File: src/hw/rvj1_isa_pkg.sv
// RV32I instruction encoding
// Major opcodes, funct3 and funct7 codes and the instruction width
// Only OP and OP-IMM classes are covered
`default_nettype none

package rvj1_isa_pkg;

  // Instruction width
  localparam int unsigned ILEN = 32;

  ////////////////////
  // Major opcodes
  ////////////////////
  typedef enum logic [6:0] {
    // Register-register
    OPC_OP     = 7'b0110011,
    // Register-immediate
    OPC_OP_IMM = 7'b0010011
  } opcode_e;

  ////////////////////
  // funct3 codes
  ////////////////////
  localparam logic [2:0] F3_ADD  = 3'b000;
  localparam logic [2:0] F3_SLL  = 3'b001;
  localparam logic [2:0] F3_SLT  = 3'b010;
  localparam logic [2:0] F3_SLTU = 3'b011;
  localparam logic [2:0] F3_XOR  = 3'b100;
  // SRL and SRA share this code
  localparam logic [2:0] F3_SR   = 3'b101;
  localparam logic [2:0] F3_OR   = 3'b110;
  localparam logic [2:0] F3_AND  = 3'b111;

  // Alternate funct7, selects SUB and SRA
  localparam logic [6:0] F7_ALT = 7'b0100000;

endpackage

`default_nettype wire

File: src/hw/rvj1_core_pkg.sv
// Execute core definitions
// Datapath width, register file geometry and ALU operation codes
`default_nettype none

package rvj1_core_pkg;

  // Datapath width
  localparam int unsigned XLEN      = 32;
  // Register file geometry
  localparam int unsigned REG_COUNT = 32;
  localparam int unsigned REG_AW    = 5;
  // Shift amount bits taken from operand B
  localparam int unsigned SHAMT_W   = 5;

  ////////////////////
  // ALU operations
  ////////////////////
  typedef enum logic [3:0] {
    ALU_OP_ADD,
    ALU_OP_SUB,
    ALU_OP_XOR,
    ALU_OP_OR,
    ALU_OP_AND,
    ALU_OP_SLT,
    ALU_OP_SLTU,
    ALU_OP_SLL,
    ALU_OP_SRL,
    ALU_OP_SRA
  } alu_op_e;

endpackage

`default_nettype wire

File: src/hw/rvj1_decoder.sv
// RV32I OP / OP-IMM decoder
// Maps an instruction to an ALU operation, register addresses and operands
// Anything outside OP and OP-IMM is flagged illegal
// Purely combinational
`timescale 1ns/10ps
`default_nettype none

module rvj1_decoder (
  input  logic [rvj1_isa_pkg::ILEN-1:0]    instr_i,
  output logic [rvj1_core_pkg::REG_AW-1:0] rs1_addr_o,
  output logic [rvj1_core_pkg::REG_AW-1:0] rs2_addr_o,
  input  logic [rvj1_core_pkg::XLEN-1:0]   rs1_data_i,
  input  logic [rvj1_core_pkg::XLEN-1:0]   rs2_data_i,
  output rvj1_core_pkg::alu_op_e           op_o,
  output logic [rvj1_core_pkg::XLEN-1:0]   op_a_o,
  output logic [rvj1_core_pkg::XLEN-1:0]   op_b_o,
  output logic [rvj1_core_pkg::REG_AW-1:0] rd_o,
  output logic                             illegal_o
);

  // Instruction fields
  logic [6:0]                      opcode;
  logic [2:0]                      funct3;
  logic [6:0]                      funct7;
  logic [rvj1_core_pkg::XLEN-1:0]  imm_i;
  logic                            is_op;
  logic                            is_op_imm;
  logic                            alt;

  assign opcode     = instr_i[6:0];
  assign rd_o       = instr_i[11:7];
  assign funct3     = instr_i[14:12];
  assign rs1_addr_o = instr_i[19:15];
  assign rs2_addr_o = instr_i[24:20];
  assign funct7     = instr_i[31:25];

  // Sign-extended I-immediate
  assign imm_i = {{(rvj1_core_pkg::XLEN-12){instr_i[31]}}, instr_i[31:20]};

  assign is_op     = (opcode == rvj1_isa_pkg::OPC_OP);
  assign is_op_imm = (opcode == rvj1_isa_pkg::OPC_OP_IMM);
  assign alt       = (funct7 == rvj1_isa_pkg::F7_ALT);

  // Operand A is always rs1
  assign op_a_o = rs1_data_i;
  // Immediate replaces rs2 for OP-IMM
  assign op_b_o = is_op_imm ? imm_i : rs2_data_i;

  ////////////////////
  // Operation select
  ////////////////////
  always_comb
  begin
    op_o = rvj1_core_pkg::ALU_OP_ADD;
    case (funct3)
      rvj1_isa_pkg::F3_ADD:
      begin
        // SUB only exists in register form
        if (is_op && alt)
          op_o = rvj1_core_pkg::ALU_OP_SUB;
      end
      rvj1_isa_pkg::F3_SLL:  op_o = rvj1_core_pkg::ALU_OP_SLL;
      rvj1_isa_pkg::F3_SLT:  op_o = rvj1_core_pkg::ALU_OP_SLT;
      rvj1_isa_pkg::F3_SLTU: op_o = rvj1_core_pkg::ALU_OP_SLTU;
      rvj1_isa_pkg::F3_XOR:  op_o = rvj1_core_pkg::ALU_OP_XOR;
      rvj1_isa_pkg::F3_SR:
      begin
        if (alt)
          op_o = rvj1_core_pkg::ALU_OP_SRA;
        else
          op_o = rvj1_core_pkg::ALU_OP_SRL;
      end
      rvj1_isa_pkg::F3_OR:   op_o = rvj1_core_pkg::ALU_OP_OR;
      default:               op_o = rvj1_core_pkg::ALU_OP_AND;
    endcase
  end

  ////////////////////
  // Illegal detection
  ////////////////////
  always_comb
  begin
    illegal_o = 1'b0;
    if (is_op)
    begin
      // funct7 must be zero or the alternate code
      if (funct7 != 7'd0 && !alt)
        illegal_o = 1'b1;
      // Alternate code valid for SUB and SRA only
      else if (alt && funct3 != rvj1_isa_pkg::F3_ADD && funct3 != rvj1_isa_pkg::F3_SR)
        illegal_o = 1'b1;
    end
    else if (is_op_imm)
    begin
      // SLLI needs a clean upper field
      if (funct3 == rvj1_isa_pkg::F3_SLL && funct7 != 7'd0)
        illegal_o = 1'b1;
      // SRLI / SRAI
      else if (funct3 == rvj1_isa_pkg::F3_SR && funct7 != 7'd0 && !alt)
        illegal_o = 1'b1;
    end
    else
      illegal_o = 1'b1;
  end

endmodule

`default_nettype wire

File: src/hw/rvj1_regfile.sv
// Integer register file
// 32 entries, x0 reads zero and ignores writes
// Two combinational read ports with bypass of the current write
`timescale 1ns/10ps
`default_nettype none

module rvj1_regfile (
  input  logic                             clk_i,
  input  logic                             rst_n_i,
  input  logic [rvj1_core_pkg::REG_AW-1:0] rs1_addr_i,
  input  logic [rvj1_core_pkg::REG_AW-1:0] rs2_addr_i,
  output logic [rvj1_core_pkg::XLEN-1:0]   rs1_data_o,
  output logic [rvj1_core_pkg::XLEN-1:0]   rs2_data_o,
  input  logic                             wb_en_i,
  input  logic [rvj1_core_pkg::REG_AW-1:0] wb_addr_i,
  input  logic [rvj1_core_pkg::XLEN-1:0]   wb_data_i
);

  // x0 is not stored
  logic [rvj1_core_pkg::XLEN-1:0] regs_q [1:rvj1_core_pkg::REG_COUNT-1];

  // Read with x0 and write bypass
  function automatic logic [rvj1_core_pkg::XLEN-1:0] read_port(
    input logic [rvj1_core_pkg::REG_AW-1:0] addr
  );
    if (addr == '0)
      return '0;
    else if (wb_en_i && wb_addr_i == addr)
      return wb_data_i;
    else
      return regs_q[addr];
  endfunction

  always_comb
  begin
    rs1_data_o = read_port(rs1_addr_i);
    rs2_data_o = read_port(rs2_addr_i);
  end

  ////////////////////
  // Write port
  ////////////////////
  always_ff @(posedge clk_i or negedge rst_n_i)
  begin
    if (!rst_n_i)
    begin
      for (int i = 1; i < rvj1_core_pkg::REG_COUNT; i++)
        regs_q[i] <= '0;
    end
    else if (wb_en_i && wb_addr_i != '0)
      regs_q[wb_addr_i] <= wb_data_i;
  end

endmodule

`default_nettype wire

File: src/hw/rvj1_alu.sv
// Arithmetic logic unit
// Ten RV32I integer operations feeding a one-entry output stage
// Owns the result handshake and the write-back enable
`timescale 1ns/10ps
`default_nettype none

module rvj1_alu (
  input  logic                             clk_i,
  input  logic                             rst_n_i,
  input  logic                             in_valid_i,
  output logic                             in_ready_o,
  input  rvj1_core_pkg::alu_op_e           op_i,
  input  logic [rvj1_core_pkg::XLEN-1:0]   op_a_i,
  input  logic [rvj1_core_pkg::XLEN-1:0]   op_b_i,
  input  logic [rvj1_core_pkg::REG_AW-1:0] rd_i,
  input  logic                             illegal_i,
  output logic                             res_valid_o,
  input  logic                             res_ready_i,
  output logic [rvj1_core_pkg::XLEN-1:0]   res_o,
  output logic [rvj1_core_pkg::REG_AW-1:0] rd_o,
  output logic                             illegal_o,
  output logic                             wb_en_o
);

  logic [rvj1_core_pkg::XLEN-1:0]    result;
  logic [rvj1_core_pkg::SHAMT_W-1:0] shamt;
  logic                              lt_s;
  logic                              lt_u;
  logic                              accept;

  assign shamt = op_b_i[rvj1_core_pkg::SHAMT_W-1:0];
  assign lt_u  = (op_a_i < op_b_i);

  // Signed compare, sign bits decide when they differ
  always_comb
  begin
    case ({op_a_i[rvj1_core_pkg::XLEN-1], op_b_i[rvj1_core_pkg::XLEN-1]})
      2'b10:   lt_s = 1'b1;
      2'b01:   lt_s = 1'b0;
      default: lt_s = lt_u;
    endcase
  end

  ////////////////////
  // Result mux
  ////////////////////
  always_comb
  begin
    case (op_i)
      rvj1_core_pkg::ALU_OP_ADD:  result = op_a_i + op_b_i;
      rvj1_core_pkg::ALU_OP_SUB:  result = op_a_i - op_b_i;
      rvj1_core_pkg::ALU_OP_XOR:  result = op_a_i ^ op_b_i;
      rvj1_core_pkg::ALU_OP_OR:   result = op_a_i | op_b_i;
      rvj1_core_pkg::ALU_OP_AND:  result = op_a_i & op_b_i;
      rvj1_core_pkg::ALU_OP_SLT:  result = {{(rvj1_core_pkg::XLEN-1){1'b0}}, lt_s};
      rvj1_core_pkg::ALU_OP_SLTU: result = {{(rvj1_core_pkg::XLEN-1){1'b0}}, lt_u};
      rvj1_core_pkg::ALU_OP_SLL:  result = op_a_i << shamt;
      rvj1_core_pkg::ALU_OP_SRL:  result = op_a_i >> shamt;
      rvj1_core_pkg::ALU_OP_SRA:  result = $signed(op_a_i) >>> shamt;
      default:                    result = '0;
    endcase
  end

  ////////////////////
  // Output stage
  ////////////////////
  // Stage can take a new entry when empty or draining
  assign in_ready_o = !res_valid_o || res_ready_i;
  assign accept     = in_valid_i && in_ready_o;

  always_ff @(posedge clk_i or negedge rst_n_i)
  begin
    if (!rst_n_i)
    begin
      res_valid_o <= 1'b0;
      res_o       <= '0;
      rd_o        <= '0;
      illegal_o   <= 1'b0;
    end
    else if (accept)
    begin
      res_valid_o <= 1'b1;
      // Illegal entries carry zero
      res_o       <= illegal_i ? '0 : result;
      rd_o        <= rd_i;
      illegal_o   <= illegal_i;
    end
    else if (res_ready_i)
      res_valid_o <= 1'b0;
  end

  // Write back on a legal result handshake
  assign wb_en_o = res_valid_o && res_ready_i && !illegal_o;

endmodule

`default_nettype wire

File: src/hw/rvj1_exec_top.sv
// RV32I integer execute subsystem
// Decoder, register file and ALU behind two valid/ready channels
// One cycle from instruction accept to result valid
// Results write back to the register file on the output handshake
`timescale 1ns/10ps
`default_nettype none

module rvj1_exec_top (
  input  logic                             clk_i,
  input  logic                             rst_n_i,
  // Instruction channel
  input  logic                             instr_valid_i,
  output logic                             instr_ready_o,
  input  logic [rvj1_isa_pkg::ILEN-1:0]    instr_i,
  // Result channel
  output logic                             res_valid_o,
  input  logic                             res_ready_i,
  output logic [rvj1_core_pkg::XLEN-1:0]   res_data_o,
  output logic [rvj1_core_pkg::REG_AW-1:0] res_rd_o,
  output logic                             res_illegal_o
);

  ////////////////////
  // Internal wires
  ////////////////////
  // Register read path
  logic [rvj1_core_pkg::REG_AW-1:0] rs1_addr;
  logic [rvj1_core_pkg::REG_AW-1:0] rs2_addr;
  logic [rvj1_core_pkg::XLEN-1:0]   rs1_data;
  logic [rvj1_core_pkg::XLEN-1:0]   rs2_data;
  // Decoded operation
  rvj1_core_pkg::alu_op_e           alu_op;
  logic [rvj1_core_pkg::XLEN-1:0]   op_a;
  logic [rvj1_core_pkg::XLEN-1:0]   op_b;
  logic [rvj1_core_pkg::REG_AW-1:0] dec_rd;
  logic                             dec_illegal;
  // Write-back strobe
  logic                             wb_en;

  rvj1_decoder u_decoder (
    .instr_i    (instr_i),
    .rs1_addr_o (rs1_addr),
    .rs2_addr_o (rs2_addr),
    .rs1_data_i (rs1_data),
    .rs2_data_i (rs2_data),
    .op_o       (alu_op),
    .op_a_o     (op_a),
    .op_b_o     (op_b),
    .rd_o       (dec_rd),
    .illegal_o  (dec_illegal)
  );

  // Write-back address and data come straight from the result stage
  rvj1_regfile u_regfile (
    .clk_i      (clk_i),
    .rst_n_i    (rst_n_i),
    .rs1_addr_i (rs1_addr),
    .rs2_addr_i (rs2_addr),
    .rs1_data_o (rs1_data),
    .rs2_data_o (rs2_data),
    .wb_en_i    (wb_en),
    .wb_addr_i  (res_rd_o),
    .wb_data_i  (res_data_o)
  );

  rvj1_alu u_alu (
    .clk_i       (clk_i),
    .rst_n_i     (rst_n_i),
    .in_valid_i  (instr_valid_i),
    .in_ready_o  (instr_ready_o),
    .op_i        (alu_op),
    .op_a_i      (op_a),
    .op_b_i      (op_b),
    .rd_i        (dec_rd),
    .illegal_i   (dec_illegal),
    .res_valid_o (res_valid_o),
    .res_ready_i (res_ready_i),
    .res_o       (res_data_o),
    .rd_o        (res_rd_o),
    .illegal_o   (res_illegal_o),
    .wb_en_o     (wb_en)
  );

endmodule

`default_nettype wire

File: config.mk
export PLATFORM = sky130hd
export DESIGN_NAME = rvj1_exec_top
export DESIGN_NICKNAME = d
export VERILOG_FILES = /design/src/hw/rvj1_isa_pkg.sv /design/src/hw/rvj1_core_pkg.sv /design/src/hw/rvj1_decoder.sv /design/src/hw/rvj1_regfile.sv /design/src/hw/rvj1_alu.sv /design/src/hw/rvj1_exec_top.sv
export SDC_FILE = /design/constraint.sdc
export NUM_CORES = 2
export LEC_CHECK = 0
export BUFFER_PORTS_ARGS = -buffer_cell sky130_fd_sc_hd__buf_2
export CORE_AREA = 2 2 384 386
export CTS_CLUSTER_DIAMETER = 50
export DETAILED_ROUTE_END_ITERATION = 12
export DIE_AREA = 0 0 386 388
export MAX_ROUTING_LAYER = met4
export SYNTH_ARGS = -nofsm -noshare
export SYNTH_HDL_FRONTEND = slang
export SYNTH_SLANG_ARGS = --single-unit
export TNS_END_PERCENT = 50
File: constraint.sdc
create_clock -name clk_i -period 4.9 [get_ports clk_i]
set_clock_uncertainty 0.1 [all_clocks]
set_input_delay 0.735 -clock clk_i [delete_from_list [all_inputs] [get_ports clk_i]]
set_output_delay 0.735 -clock clk_i [all_outputs]
set_load 0.05 [all_outputs]
; Word level (Yosys, flattened, before mapping)
; Cells that the tools add are included.
[classes]
n_addsub = 2
order_cmp = 5
n_bitwise = 6
n_mux = 28
n_shift = 3
reduce_logical = 26
n_eq_ne = 23
[op_table]
columns = op, count
row1 = $bwmux 992, 1
row2 = $mux 32, 11
row3 = $bmux 32 s5, 2
row4 = $pmux 32 s10, 1
row5 = $demux 32 s5, 1
row6 = $add 32x32->32, 1
row7 = $and 32x32->32, 1
row8 = $lt 32x32->1, 1
row9 = $or 32x32->32, 1
row10 = $shl 32x5->32, 1
row11 = $shr 32x5->32, 1
row12 = $sshr 32x5->32, 1
row13 = $sub 32x32->32, 1
row14 = $xor 32x32->32, 1
row15 = $pmux 4 s7, 1
row16 = $ge 6x6->1 const B, 3
row17 = $not 5->6, 3
row18 = $eq 4x3->1 const B, 4
row19 = $eq 7x6->1 const B, 2
row20 = $logic_and 1x1->1, 14
row21 = $eq 5x5->1, 2
row22 = $logic_not 5->1, 2
row23 = $mux 1, 10
row24 = $eq 3x3->1 const B, 3
row25 = 19 further kinds, 24
[totals]
regBits = 1031
wordCells = 128
output_inout_bits = 40

; Depth between registers and ports, before layout
[logic_depth]
depth_word = 11
mapped_depth = 25

; Hierarchy
; A second synthesis with hierarchy kept.
[hier_totals]
hier_cells = 5424
hier_area_um2 = 65706.8
[modules_own_cells]
columns = mod, cells_each, n_inst, area_per_inst_um2, seq_area_each_um2
row1 = rvj1_regfile, 3916, 1, 54712.5, 24823.8
row2 = rvj1_alu, 1400, 1, 10147.2, 975.9
row3 = rvj1_decoder, 108, 1, 847.1, 0.0

; Least setup slack after synthesis
; OpenSTA, ideal clock, no wires.
[synth_timing]
kind = input -> register
startpoint = input instr_i[20] (netlist bit)
endpoint = register u_alu.res_o[30] (netlist bit)
n_path_buf = 7
cell_stages = 22
path_slack_ns = -1.571
arrival_ns = 6.242
path_cell_list = buf_6 -> buf_6 -> buf_2 -> buf_2 -> buf_2 -> buf_1 -> mux4_2 -> mux4_2 -> mux2i_1 -> o21ai_0 -> nand2_1 -> nand2_1 -> ha_1 -> clkbuf_1 -> or4_1 -> o41ai_1 -> o21a_1 -> o211ai_1 -> a31oi_1 -> mux2i_1 -> o211ai_1 -> o41a_1
[synth_via]
elab_chain_cells = 10
[synth_rtl]
columns = element, line_no
row1 = start: declaration, rvj1_exec_top.sv:14  ; input logic [rvj1_isa_pkg::ILEN-1:0] instr_i,
row2 = $not 5->6 (implied by the code), rvj1_regfile.sv:31  ; return regs_q[addr];
row3 = $bmux 32 s5, rvj1_regfile.sv:31
row4 = $mux 32 (implied by the code) (2 in series), rvj1_regfile.sv:31
row5 = $mux 32, rvj1_regfile.sv:28  ; else if (wb_en_i && wb_addr_i == addr)
row6 = $mux 32, rvj1_regfile.sv:26  ; if (addr == '0)
row7 = $mux 32 (*), rvj1_decoder.sv:47  ; assign op_b_o = is_op_imm ? imm_i : rs2_data_i;
row8 = $sub 32x32->32 (tied with other cells), rvj1_alu.sv:51  ; rvj1_core_pkg::ALU_OP_SUB: result = op_a_i - op_b_i;
row9 = $pmux 32 s10 (*), rvj1_alu.sv:49  ; case (op_i)
row10 = $mux 32 (*), rvj1_alu.sv:84  ; res_o <= illegal_i ? '0 : result;
row11 = end signal: assignment, rvj1_alu.sv:84
row12 = end: declaration, rvj1_alu.sv:19  ; output logic [rvj1_core_pkg::XLEN-1:0] res_o,
; Every way passes the cells marked *; elsewhere a longest branch is shown, timed or not. The select of a mux whose other input is x is not followed.
; A chain may end at the register's enable or synchronous reset.

; Worst setup path after layout
[layout_timing]
startpoint = register u_alu.rd_o[0] (netlist bit)
endpoint = register u_alu.res_o[30] (netlist bit)
[layout_via]
elab_chain_cells = 8
[layout_rtl]
columns = element, line_no
row1 = start: declaration, rvj1_alu.sv:20  ; output logic [rvj1_core_pkg::REG_AW-1:0] rd_o,
row2 = start signal: assignment, rvj1_alu.sv:85  ; rd_o <= rd_i;
row3 = $eq 5x5->1, rvj1_regfile.sv:28
row4 = $logic_and 1x1->1, rvj1_regfile.sv:28
row5 = $mux 32, rvj1_regfile.sv:28
row6 = $mux 32, rvj1_regfile.sv:26
row7 = $mux 32, rvj1_decoder.sv:47
row8 = $sub 32x32->32 (tied with other cells), rvj1_alu.sv:51
row9 = $pmux 32 s10 (*), rvj1_alu.sv:49
row10 = $mux 32 (*), rvj1_alu.sv:84
; Every way passes the cells marked *; elsewhere a longest branch is shown, timed or not.

==> results.json <==
{
  "grt_pass1_wl_mm": 411.6,
  "dieArea_um2": 149800,
  "reg2reg_from": "u_alu.rd_o[0]",
  "cp_num_buf_inv": 3,
  "cts.clk_slew.worst_paths_ns": 0.04,
  "syn_nets": 5400,
  "period_share_pct": 103.2,
  "initial_core_util_pct": 44.98,
  "die_w_um": 386,
  "drcViolationCount": 0,
  "dpl.hpwl_mm": 199.0,
  "ys_ff_latch": 1031,
  "port_buffers": 75,
  "antenna_found_initial": 12,
  "finalHoldViolations": 0,
  "wl_per_cell_um": 35.60,
  "slew_headroom_pct": 24.06,
  "clk_path_buf_depth": 3,
  "worstSetupEndpointType": "flip-flop",
  "reg2reg_depth": 19,
  "final.min_clock_period_ns": 5.059,
  "cts_buffers": 140,
  "critPathRequiredTime_ns": 5.46,
  "multiInputGateArea_um2": 37840,
  "final_nets": 6300,
  "syn-mean-instance-area_um2": 12.41,
  "io-pin-count": 76,
  "synth-main-ff-cell": "dfrtp_1",
  "register_area_um2": 25810,
  "gp_congestion": 1.043,
  "cpPeakStageDelay_ns": 0.61,
  "clock_latency_ns": 0.82,
  "placed_area_um2": 75770,
  "htreeDepth": 4,
  "grt_usage_pct": 39.95,
  "async_flop_share_pct": 100.0,
  "root_buffer": "clkbuf_16",
  "ys_seq_area_share_pct": 39.50,
  "path_delay_family": "compound AO/OA/AOI/OAI gates",
  "vias": 54350,
  "rsz0062_at_grt": "true",
  "worstPathArrival_ns": 5.62,
  "ant_nets": 0,
  "drv_slew": 0,
  "syn_to_final_growth_pct": 26.00,
  "holdPathStages": 2,
  "firstDrtPassIters": 9,
  "critical_path.slowest_cell": "or4_4",
  "p_per_area_nw_per_um2": 279.8,
  "core_area_um2": 145200,
  "peakVddDrop_mv": 0.3333,
  "max_freq_mhz": 197.7,
  "tightest_slew_ns": 1.139,
  "rows": 140,
  "synth-edff-count": 0,
  "yosys_warnings": 0,
  "r2r_end": "u_alu.res_o[30]",
  "grt_overflow": 0,
  "status": "complete, but fails checks",
  "leakage_nw": 38.12,
  "fin_area_um2": 82300,
  "drtIter0Drc": 6302,
  "grt_max_degree": 154,
  "crit_path_cell_trace": "xor2_1, or4_4, nor3_4, buf_4, a22o_4, inv_1, ha_2, fa_2, nand2b_4, a21oi_4, o22ai_4, buf_12, o41ai_4, o21a_1, o211ai_1, a31oi_2, mux2i_1, o211ai_1, o41a_1",
  "grt_pass1_vias": 54130,
  "hp-start": "instr_i[8]",
  "crit_top_cell": "o211ai_1",
  "power.total_mw": 23.03,
  "fillers": 12060,
  "layout_setup_ws_ns": -0.1587,
  "tritoncts": "built",
  "worstHoldPathType": "in -> reg",
  "tns_ns": -0.4850,
  "synthesis.area_um2": 65320,
  "synthDistinctLibCells": 116,
  "cap_violations": 0,
  "routed_wl_mm": 292.1,
  "min_to": "u_alu.rd_o[1]",
  "start_kind": "flip-flop",
  "dieHeight_um": 388,
  "viasPerCell": 6.623,
  "setup_viol": 9,
  "violations": "setup timing",
  "cts_sinks": 1031,
  "ff2ff_setup_slack_ns": -0.16,
  "critPathKind": "reg -> reg",
  "syn_inst": 5263,
  "critPathMaxFanout": 3,
  "drive_gt1_share_pct": 52.19
}
-- metrics by stage --
stage	instances	utilization, %	worst slack [ns]	hold WS [ns]
3_3_place_gp	7891	52.18	-1.317	0.3850
4_1_cts	8164	56.13	-0.06200	0.05323
5_1_grt	8204	56.67	-0.3286	0.07279
6_report	8206	56.68	-0.1587	0.07885
2_1_floorplan	5263	-	-0.4549	0.3394
3_5_place_dp	7891	52.18	-1.434	0.3962
-- layer usage --
| metal | vias up | share of wire, % | track usage (%) |
|---|---|---|---|
| li1 | 22040 | - | - |
| met4 | 0 | 6.4 | 21.58 |
| met2 | 2996 | 45 | 58.19 |
| met3 | 797 | 9.4 | 9.582 |
| met1 | 28520 | 40 | 51.37 |
| met5 | - | 0 | - |
-- cells in the mapped netlist, types with 57 or more instances --
cell type / count / area share (%)
mux4_2: 449 / 15
dfrtp_1: 1031 / 39
a21oi_1: 136 / 1.0
nand2_1: 342 / 2.0
mux2_2: 1068 / 18
a22oi_1: 76 / 0.87
clkbuf_1: 298 / 1.7
nor2_1: 177 / 1.0
buf_2: 57 / 0.44
ha_1: 99 / 1.9
mux2i_1: 226 / 3.5
o22ai_1: 68 / 0.65
inv_1: 93 / 0.53
o21ai_0: 167 / 1.3
buf_1: 76 / 0.44
nand3_1: 61 / 0.47
-- cell families (layout without fill, tap and decap cells) --
family          count (synthesis)  count (layout)  share of synthesized area [%]
other cells                     0              10                              0
buf+inv                       611            1627                          4.469
fa+ha+maj                     101             101                          1.958
xor+xnor                       36              36                         0.4827
compound gates                903             903                          9.917
simple gates                  826             826                          5.925
mux                          1755            1755                          37.75
flops                        1031            1031                          39.50
-- placed cells by master (no fill, tap or decap), types with 20 or more instances in the layout --
cell	count
mux4_2	449
a22oi_1	75
dfrtp_1	1026
a21oi_1	122
nand3_1	61
nand2b_1	23
a221oi_1	29
buf_12	98
inv_1	92
ha_1	79
a31oi_1	29
xnor2_1	20
o22ai_1	65
buf_2	68
nand2_1	324
mux2i_1	218
nand2_2	20
clkbuf_16	142
o21ai_0	153
clkinv_2	21
a22o_1	37
nor2_1	151
clkbuf_1	24
o211ai_1	51
buf_4	1070
nor3_1	40
mux2_2	1067
-- cell type report --
class                      count  area share (%)
multi-input combinational   3621           45.98
clock inverter                74           1.283
antenna                       10         0.03041
tap                         1917           2.914
clock buffer                 184           4.714
inverter                     102          0.4880
timing repair buffer        1267           13.24
sequential                  1031           31.36
-- what timing repair did --
item | in CTS | in global routing
hold buffers | 1 | 0
endpoints found under the setup margin | 24 | 23
gates cloned | 4 | 1
setup buffers | 13 | 33
resized for setup | 112 | 91
pin swaps | 37 | 55
endpoints found under the hold margin | 48 | 0
-- worst max path at each step --
stage,to,slack (ns),depth (start not counted),from
6_report,u_alu.res_o[30],-0.16,19,u_alu.rd_o[0]
5_1_grt,u_alu.res_o[30],-0.33,19,u_regfile.regs_q[133]
4_1_cts,u_alu.res_o[30],-0.06,18,u_alu.rd_o[4]
3_5_place_dp,u_alu.res_o[30],-1.43,18,instr_i[20]
3_3_place_gp,u_alu.res_o[22],-1.32,19,instr_i[20]
2_1_floorplan,u_alu.res_o[30],-0.45,22,instr_i[20]
-- flip-flops by register name (all words and copies together), names as in the netlist --
signal,flops
u_alu.illegal_o,1
u_alu.res_o,32
u_regfile.regs_q,992
u_alu.rd_o,5
u_alu.res_valid_o,1
-- worst reg2reg max path: stages, from the launching register on --
cell and delay [ns]:
dfrtp_2 0.47, xor2_1 0.18, or4_4 0.61, nor3_4 0.25
buf_4 0.15, a22o_4 0.17, inv_1 0.07, ha_2 0.22
fa_2 0.39, nand2b_4 0.17, a21oi_4 0.18, o22ai_4 0.10
buf_12 0.16, o41ai_4 0.37, o21a_1 0.21, o211ai_1 0.13
a31oi_2 0.28, mux2i_1 0.24, o211ai_1 0.12, o41a_1 0.37
-- power breakdown --
group | leakage, nW | total (mW) | internal (mW) | switching, mW
logic | 21.3 | 3.61 | 1.43 | 2.17
registers | 14.4 | 8.55 | 8.53 | 0.0205
clock network | 2.40 | 10.9 | 6.53 | 4.35
total | 38.1 | 23.0 | 16.5 | 6.54
Power figures use the tool's default switching activity.
